`src/input_pkg.sv`:
```
package input_pkg;

    // data path sizes
    localparam int isa_width  = 32;                      // cpu data word
    localparam int switch_cnt = 16;                      // toggle switches on the board
    localparam int max_digits = 8;                       // decimal digits taken per entry
    localparam int count_w    = $clog2(max_digits + 1);  // digit counter width

    // key code is {row_n, col_n}, both one-cold
    typedef logic [7:0] key_code_t;

    localparam key_code_t key_0         = 8'b0111_1101;
    localparam key_code_t key_1         = 8'b1110_1110;
    localparam key_code_t key_2         = 8'b1110_1101;
    localparam key_code_t key_3         = 8'b1110_1011;
    localparam key_code_t key_4         = 8'b1101_1110;
    localparam key_code_t key_5         = 8'b1101_1101;
    localparam key_code_t key_6         = 8'b1101_1011;
    localparam key_code_t key_7         = 8'b1011_1110;
    localparam key_code_t key_8         = 8'b1011_1101;
    localparam key_code_t key_9         = 8'b1011_1011;
    localparam key_code_t key_backspace = 8'b0111_1110;  // "*"
    localparam key_code_t key_enter     = 8'b0111_1011;  // "#"
    localparam key_code_t key_pause     = 8'b1110_0111;  // "A"
    localparam key_code_t key_toggle    = 8'b1101_0111;  // "B"
    localparam key_code_t key_c         = 8'b1011_0111;  // not used
    localparam key_code_t key_d         = 8'b0111_0111;  // not used
    localparam key_code_t key_none      = 8'b1111_1111;  // idle, no key

    typedef enum logic [1:0] {
        st_block  = 2'b00,  // waiting for a request
        st_switch = 2'b01,  // switches are the source
        st_keypad = 2'b10,  // gathering keypad digits
        st_halt   = 2'b11   // cpu paused
    } input_state_t;

    // keypad scan timing
    localparam int scan_dwell = 8;                    // cycles per column
    localparam int scan_cnt_w = $clog2(scan_dwell);

    // display multiplex timing
    localparam int digit_dwell = 16;                  // cycles per lit digit
    localparam int digit_cnt_w = $clog2(digit_dwell);
    localparam int disp_digits = isa_width / 4;       // one hex digit per nibble
    localparam int disp_idx_w  = $clog2(disp_digits);

endpackage

```
`src/keypad_scanner.sv`:
```
`timescale 1ns/1ps

module keypad_scanner (
    input  logic                 clk,
    input  logic                 rst_n,
    input  logic [3:0]           row_sense,  // active low, pulled high when idle
    output logic [3:0]           col_drive,  // one column low at a time
    output input_pkg::key_code_t key_coord   // one cycle per accepted press
);

    typedef logic [input_pkg::scan_cnt_w-1:0] dwell_t;

    dwell_t               dwell_cnt;
    logic [1:0]           col_idx;
    logic [3:0]           row_meta;   // pins are asynchronous
    logic [3:0]           row_sync;
    logic                 sample;     // last cycle of a column dwell
    logic                 scan_end;   // last sample of column 3
    logic                 row_hit;
    logic                 seen_any;   // some key seen in this scan
    input_pkg::key_code_t scan_code;  // first key seen in this scan
    input_pkg::key_code_t prev_code;  // capture of the previous scan
    input_pkg::key_code_t code_next;
    logic                 seen_next;
    logic                 armed;      // cleared after a pulse until keys are released

    assign col_drive = ~(4'b0001 << col_idx);
    assign sample    = (dwell_cnt == dwell_t'(input_pkg::scan_dwell - 1));
    assign scan_end  = sample && (col_idx == 2'd3);
    assign row_hit   = sample && (row_sync != 4'b1111);

    // columns go 0 to 3, so keeping the first hit lets the lowest column win
    always_comb begin
        code_next = scan_code;
        seen_next = seen_any;
        if (row_hit && !seen_any) begin
            code_next = {row_sync, col_drive};
            seen_next = 1'b1;
        end
    end

    always_ff @(posedge clk or negedge rst_n) begin
        if (!rst_n) begin
            row_meta <= 4'b1111;
            row_sync <= 4'b1111;
        end else begin
            row_meta <= row_sense;
            row_sync <= row_meta;
        end
    end

    always_ff @(posedge clk or negedge rst_n) begin
        if (!rst_n) begin
            dwell_cnt <= '0;
            col_idx   <= 2'd0;
        end else if (sample) begin
            dwell_cnt <= '0;
            col_idx   <= col_idx + 2'd1;  // wraps after column 3
        end else begin
            dwell_cnt <= dwell_cnt + dwell_t'(1);
        end
    end

    always_ff @(posedge clk or negedge rst_n) begin
        if (!rst_n) begin
            seen_any  <= 1'b0;
            scan_code <= input_pkg::key_none;
            prev_code <= input_pkg::key_none;
            armed     <= 1'b1;
            key_coord <= input_pkg::key_none;
        end else begin
            key_coord <= input_pkg::key_none;  // idle unless a press is accepted
            if (scan_end) begin
                seen_any  <= 1'b0;
                scan_code <= input_pkg::key_none;
                if (seen_next) begin
                    // two scans in a row with the same key
                    if (armed && (code_next == prev_code)) begin
                        key_coord <= code_next;
                        armed     <= 1'b0;
                    end
                    prev_code <= code_next;
                end else begin
                    prev_code <= input_pkg::key_none;
                    armed     <= 1'b1;  // clean scan, ready for the next press
                end
            end else begin
                seen_any  <= seen_next;
                scan_code <= code_next;
            end
        end
    end

endmodule

```
`src/input_unit.sv`:
```
`timescale 1ns/1ps

module input_unit (
    input  logic                                clk,
    input  logic                                rst_n,
    input  input_pkg::key_code_t                key_coord,       // from keypad scanner
    input  logic [input_pkg::switch_cnt-1:0]    switch_map,      // toggle switches
    input  logic                                uart_complete,   // program upload done
    input  logic                                input_enable,    // memory wants a value
    output logic                                input_complete,  // entry finished
    output logic [input_pkg::isa_width-1:0]     input_data,
    output logic                                switch_enable,   // switches are the source
    output logic                                cpu_pause,
    output input_pkg::input_state_t             input_state
);

    typedef logic [input_pkg::isa_width-1:0] word_t;
    typedef logic [input_pkg::count_w-1:0]   count_t;

    word_t      keypad_data;
    count_t     digit_cnt;    // real digits taken so far
    logic       is_digit;
    logic [3:0] digit_val;
    word_t      appended;
    logic       can_append;

    assign input_data = switch_enable ? word_t'(switch_map) : keypad_data;

    // key code to decimal digit, C and D fall out as non-digits
    always_comb begin
        is_digit  = 1'b1;
        digit_val = 4'd0;
        case (key_coord)
            input_pkg::key_0: digit_val = 4'd0;
            input_pkg::key_1: digit_val = 4'd1;
            input_pkg::key_2: digit_val = 4'd2;
            input_pkg::key_3: digit_val = 4'd3;
            input_pkg::key_4: digit_val = 4'd4;
            input_pkg::key_5: digit_val = 4'd5;
            input_pkg::key_6: digit_val = 4'd6;
            input_pkg::key_7: digit_val = 4'd7;
            input_pkg::key_8: digit_val = 4'd8;
            input_pkg::key_9: digit_val = 4'd9;
            default:          is_digit  = 1'b0;
        endcase
    end

    assign appended   = keypad_data * word_t'(10) + word_t'(digit_val);  // wraps at word size
    assign can_append = digit_cnt < count_t'(input_pkg::max_digits);

    always_ff @(posedge clk or negedge rst_n) begin
        if (!rst_n) begin
            input_complete <= 1'b0;
            switch_enable  <= 1'b0;
            cpu_pause      <= 1'b0;
            input_state    <= input_pkg::st_block;
            keypad_data    <= '0;
            digit_cnt      <= '0;
        end else begin
            case (input_state)
                input_pkg::st_switch: begin
                    case (key_coord)
                        input_pkg::key_toggle: begin
                            input_state   <= input_pkg::st_keypad;
                            switch_enable <= 1'b0;
                        end
                        input_pkg::key_enter: begin
                            input_state    <= input_pkg::st_block;
                            input_complete <= 1'b1;
                            digit_cnt      <= '0;
                        end
                        input_pkg::key_pause: begin
                            input_state    <= input_pkg::st_halt;
                            input_complete <= 1'b1;
                            digit_cnt      <= '0;
                            cpu_pause      <= 1'b1;
                        end
                        default: ;  // other keys have no meaning here
                    endcase
                end

                input_pkg::st_keypad: begin
                    if (!input_enable) begin
                        input_state <= input_pkg::st_block;  // request withdrawn
                    end else begin
                        case (key_coord)
                            input_pkg::key_toggle: begin
                                input_state   <= input_pkg::st_switch;
                                switch_enable <= 1'b1;
                            end
                            input_pkg::key_backspace: begin
                                if (digit_cnt != '0) begin
                                    keypad_data <= keypad_data / word_t'(10);
                                    digit_cnt   <= digit_cnt - count_t'(1);
                                end
                            end
                            input_pkg::key_enter: begin
                                input_state    <= input_pkg::st_block;
                                input_complete <= 1'b1;
                                digit_cnt      <= '0;
                            end
                            input_pkg::key_pause: begin
                                input_state    <= input_pkg::st_halt;
                                input_complete <= 1'b1;
                                digit_cnt      <= '0;
                                cpu_pause      <= 1'b1;
                            end
                            default: begin
                                if (is_digit && can_append) begin
                                    keypad_data <= appended;
                                    digit_cnt   <= digit_cnt + count_t'(1);
                                end
                            end
                        endcase
                    end
                end

                input_pkg::st_halt: begin
                    // resume only once a new program is in
                    if (uart_complete && (key_coord == input_pkg::key_pause)) begin
                        input_state <= input_pkg::st_block;
                        cpu_pause   <= 1'b0;
                    end
                end

                default: begin  // st_block
                    if (key_coord == input_pkg::key_pause) begin
                        input_state <= input_pkg::st_halt;
                        cpu_pause   <= 1'b1;
                    end else if (input_enable) begin
                        input_state    <= input_pkg::st_keypad;
                        input_complete <= 1'b0;
                        keypad_data    <= '0;
                        digit_cnt      <= '0;
                    end
                end
            endcase
        end
    end

endmodule

```
`src/hex_display.sv`:
```
`timescale 1ns/1ps

module hex_display (
    input  logic                            clk,
    input  logic                            rst_n,
    input  logic [input_pkg::isa_width-1:0] value,
    input  logic                            switch_enable,
    output logic [6:0]                      seg,        // active low, bit 0 is a
    output logic                            dp,         // active low
    output logic [7:0]                      digit_sel   // active low
);

    typedef logic [input_pkg::digit_cnt_w-1:0] dwell_t;
    typedef logic [input_pkg::disp_idx_w-1:0]  idx_t;
    typedef logic [input_pkg::disp_digits-1:0] sel_t;

    dwell_t     dwell_cnt;
    idx_t       digit_idx;
    logic [3:0] nibble;

    // active-high gfedcba pattern, inverted for the common-anode board
    function automatic logic [6:0] hex_to_seg(input logic [3:0] hex);
        logic [6:0] on;
        case (hex)
            4'h0: on = 7'h3F;
            4'h1: on = 7'h06;
            4'h2: on = 7'h5B;
            4'h3: on = 7'h4F;
            4'h4: on = 7'h66;
            4'h5: on = 7'h6D;
            4'h6: on = 7'h7D;
            4'h7: on = 7'h07;
            4'h8: on = 7'h7F;
            4'h9: on = 7'h6F;
            4'hA: on = 7'h77;
            4'hB: on = 7'h7C;
            4'hC: on = 7'h39;
            4'hD: on = 7'h5E;
            4'hE: on = 7'h79;
            default: on = 7'h71;  // F
        endcase
        return ~on;
    endfunction

    assign nibble = value[{digit_idx, 2'b00} +: 4];

    always_ff @(posedge clk or negedge rst_n) begin
        if (!rst_n) begin
            dwell_cnt <= '0;
            digit_idx <= '0;
        end else if (dwell_cnt == dwell_t'(input_pkg::digit_dwell - 1)) begin
            dwell_cnt <= '0;
            digit_idx <= digit_idx + idx_t'(1);  // least significant digit first
        end else begin
            dwell_cnt <= dwell_cnt + dwell_t'(1);
        end
    end

    // select, segments and point stay aligned since all three are registered
    always_ff @(posedge clk or negedge rst_n) begin
        if (!rst_n) begin
            seg       <= 7'h7F;
            dp        <= 1'b1;
            digit_sel <= ~sel_t'(1);
        end else begin
            seg       <= hex_to_seg(nibble);
            dp        <= ~(switch_enable && (digit_idx == idx_t'(input_pkg::disp_digits - 1)));
            digit_sel <= ~(sel_t'(1) << digit_idx);
        end
    end

endmodule

```
`src/input_subsystem.sv`:
```
`timescale 1ns/1ps

module input_subsystem (
    input  logic                             clk,
    input  logic                             rst_n,
    input  logic [3:0]                       row_sense,      // keypad rows
    input  logic [input_pkg::switch_cnt-1:0] switch_map,
    input  logic                             uart_complete,
    input  logic                             input_enable,
    output logic [3:0]                       col_drive,      // keypad columns
    output logic                             input_complete, // to hazard logic
    output logic [input_pkg::isa_width-1:0]  input_data,
    output logic                             switch_enable,
    output logic                             cpu_pause,      // to hazard logic
    output input_pkg::input_state_t          input_state,
    output logic [6:0]                       seg,
    output logic                             dp,
    output logic [7:0]                       digit_sel
);

    input_pkg::key_code_t key_coord;

    keypad_scanner u_scanner (
        .clk       (clk),
        .rst_n     (rst_n),
        .row_sense (row_sense),
        .col_drive (col_drive),
        .key_coord (key_coord)
    );

    input_unit u_input (
        .clk            (clk),
        .rst_n          (rst_n),
        .key_coord      (key_coord),
        .switch_map     (switch_map),
        .uart_complete  (uart_complete),
        .input_enable   (input_enable),
        .input_complete (input_complete),
        .input_data     (input_data),
        .switch_enable  (switch_enable),
        .cpu_pause      (cpu_pause),
        .input_state    (input_state)
    );

    // shows whatever the memory would read
    hex_display u_display (
        .clk           (clk),
        .rst_n         (rst_n),
        .value         (input_data),
        .switch_enable (switch_enable),
        .seg           (seg),
        .dp            (dp),
        .digit_sel     (digit_sel)
    );

endmodule

```
`config.mk`:
```
export PLATFORM = sky130hd
export DESIGN_NAME = input_subsystem
export DESIGN_NICKNAME = d
export VERILOG_FILES = /design/src/input_pkg.sv /design/src/keypad_scanner.sv /design/src/input_unit.sv /design/src/hex_display.sv /design/src/input_subsystem.sv
export SDC_FILE = /design/constraint.sdc
export NUM_CORES = 1
export LEC_CHECK = 0
export BUFFER_PORTS_ARGS = -buffer_cell sky130_fd_sc_hd__buf_2
export CAP_MARGIN = 30
export CELL_PAD_IN_SITES_DETAIL_PLACEMENT = 0
export CELL_PAD_IN_SITES_GLOBAL_PLACEMENT = 1
export CORE_MARGIN = 2
export CORE_UTILIZATION = 49
export CTS_CLUSTER_SIZE = 16
export DETAILED_ROUTE_END_ITERATION = 7
export GPL_ROUTABILITY_DRIVEN = 0
export PLACE_DENSITY = 0.91
export SYNTH_ARGS = -nofsm -noshare
export SYNTH_HDL_FRONTEND = slang
export SYNTH_HIERARCHICAL = 1
export SYNTH_SLANG_ARGS = --single-unit
```
`constraint.sdc`:
```
create_clock -name clk -period 12.9 [get_ports clk]
set_input_delay 1.29 -clock clk [delete_from_list [all_inputs] [get_ports clk]]
set_output_delay 1.29 -clock clk [all_outputs]
set_load 0.01 [all_outputs]
```
==> impl_results.md <==
- Yosys cell types: 159
- I/O Buffers: 80
- Num CTS Buffers: 9
- Largest net degree at the start of global routing: 78
- Clock buffer depth: 2
- Clock Latency Late Sink: 0.36 ns
- Hold Crit Class: flip-flop to flip-flop
- Final number of setup-violating endpoints: 0
- RSZ-0062 raised after global routing: false
- Number of vias in the routed layout: 12.5k
- CTS H-tree depth: 3
- Synth Register Bits: 103
- Clk Tree Root Cell: clkbuf_16
- Grt met3 use: 0.0280
- Diode count: 0
- Die ar.: 28800 sq um
- Min-delay src: u_scanner/row_meta[3]
- CTS tree: built
- Reg2reg start: u_input/keypad_data[26]
- Seq/Total Area, Yosys: 0.196
- Syn Std Cell Area: 13400 sq um
- Routed WL: 36700 um
- Critical-path top delay cell: dfrtp_1
- Starting Density: 0.499
- Slew Viols, Final: 0
- Core area: 27000 sq um
- Clock sinks: 103
- Element type at the critical path end: flip-flop
- Post-route antenna net violation count: 0
- DR vias/cell: 6.57
- Slowest stage delay, CP: 0.83 ns
- Setup TNS: 0 ns
- Top FF cell, synth: dfrtp_1
- Final min period: 11.16 ns
- Origin of the worst setup path: u_input/keypad_data[26]
- Setup Fix Bufs, Post-CTS: 0
- Area grow syn2layout: 1.83%
- Chip width: 170 um
- Clock slew at reported path FFs: 0.08 ns
- Clock skew: 0.0104 ns
- Arrival @ worst endpoint: 11.45 ns
- Tot GR Track Use: 0.251
- GRT overflow: 0
- Met2 usage: 0.399
- Status: finished, final reports clean
- Synthesis Warnings: 6
- Worst slew pin tran: 0.876 ns
- CP Class: flip-flop to flip-flop
- # DRC: 0
- DP HPWL: 26900 um
- Max Fclk: 0.0896 GHz
- Vias in the first global route: 11.4k
- Max-slew headroom: 0.404
- Io pins: 81
- Fin crit share: 0.865
- Post_cts resized: 0
- Wirelength per Cell: 19.3 um
- Syn nets: 1682
- Drt pass-1 iters: 5
- Antenna violations before repair: 0
- Cell mode on critical path: nand2_1
- Starting DRT DRC Count: 1323
- CP Launch Type: flip-flop
- Global Route met1 Usage: 0.357
- Post-Synthesis Cells: 1572
- Asr flop ratio synth: 1.00
- Share of layout cells above drive strength 1: 0.201
- CP required: 13.19 ns
- First-pass GRT wire length: 59400 um
- FP Rows: 60
- Cts hold-fix bufs: 0
- Critical path fanouts, max: 20
- Busiest grt layer: met2
- Syn Area/Cell: 8.55 sq um
- Hold Fails Final Rpt: 0
- MaxCap Viol Count: 0
- Number of synthesized flops with an enable pin: 0
- Die H: 170 um
- Nets: 1670
final timing paths:
| check | end | slack (ns) | depth (start not counted) |
|---|---|---|---|
| setup / recovery | u_input/keypad_data[0] | 1.74 | 35 |
| hold / removal | u_scanner/row_sync[3] | 0.36 | 0 |
| setup reg to reg | u_input/keypad_data[0] | 1.74 | 35 |
| hold reg to reg | u_scanner/row_sync[3] | 0.36 | 0 |
| max in group asynchronous | u_scanner/key_coord[5] | 11.03 | 3 |
| min in group asynchronous | u_input/keypad_data[2] | 0.84 | 1 |
worst max-delay path, delay by kind of cell, from the launching register on:
kind            cells  cell delay, ns
compound gates     23            6.91
simple gates       10            2.77
flops               1            0.83
mux                 1            0.27
buf+inv             1            0.30
layout by cell type, fill, tap and decap left out, types with 30 or more instances in the layout:
master,Yosys,routed
nand2_1,161,161
nor2_1,115,115
a21oi_1,89,89
o21ai_0,83,83
ha_1,83,83
buf_2,10,79
inv_1,70,70
dfrtp_1,55,54
nand3_1,51,51
dfstp_2,48,48
xnor2_1,45,45
nor3_1,32,32
xor2_1,30,30
state kept, by name, indices dropped and copies added, names as in the netlist, 4 cells and up:
| register | flops |
|---|---|
| u_input/keypad_data | 32 |
| u_display/digit_sel | 8 |
| u_scanner/key_coord | 8 |
| u_scanner/prev_code | 8 |
| u_scanner/scan_code | 8 |
| u_display/seg | 7 |
| u_display/dwell_cnt | 4 |
| u_input/digit_cnt | 4 |
| u_scanner/row_meta | 4 |
| u_scanner/row_sync | 4 |
cell usage after synthesis (all sizes together), types with 22 or more instances:
cell type / instances / share of area
nor2: 120 / 0.035
nor3: 37 / 0.016
dfstp: 48 / 0.094
inv: 71 / 0.020
o211ai: 29 / 0.017
nand2: 170 / 0.050
buf: 33 / 0.022
xnor2: 48 / 0.034
a31oi: 26 / 0.013
o21ai: 98 / 0.040
a211oi: 23 / 0.016
a21oi: 90 / 0.034
a21o: 25 / 0.014
o221ai: 23 / 0.016
o22ai: 22 / 0.013
clkbuf: 76 / 0.049
dfrtp: 55 / 0.10
ha: 83 / 0.077
nand3: 53 / 0.021
xor2: 31 / 0.021
mux2i: 23 / 0.019
area by class of cell:
type / count / area (sq um)
Tap cell: 341 / 427
Timing Repair Buffer: 87 / 483
Multi-Input combinational cell: 1284 / 9550
Fill cell: 2511 / 13300
Inverter: 75 / 295
Clock inverter: 7 / 67.6
Sequential cell: 103 / 2640
Clock buffer: 9 / 225
cells by family after synthesis:
family | synth area share
and+or+nand+nor | 0.213
AOI/OAI and AO/OA | 0.312
muxes | 0.0439
adders and majority gates | 0.0871
buffers and inverters | 0.0933
DFF | 0.196
xor gates and xnor gates | 0.0546
through the flow:
stage                     hold WS (ns)  cell area, sq um  std cells  setup slack, ns   util
after floorplan                  0.345             13400       1572             3.80      -
after global placement           0.346             13300       1888             2.27  0.495
after detailed placement         0.347             13400       1889             1.94  0.496
after CTS                        0.359             13700       1905             1.90  0.507
after global routing             0.360             13700       1906            0.645  0.508
final                            0.357             13700       1906             1.74  0.508
metal layers:
layer / routed length (um) / up-vias / share of wire
li1: - / 5928 / -
met1: 16500 / 6029 / 0.45
met2: 16900 / 489 / 0.46
met3: 2300 / 73 / 0.063
met4: 1060 / 0 / 0.029
met5: 0 / - / 0
Power is not shown: default switching activity piles up to over one toggle a cycle in this logic, so the estimate is an artifact.
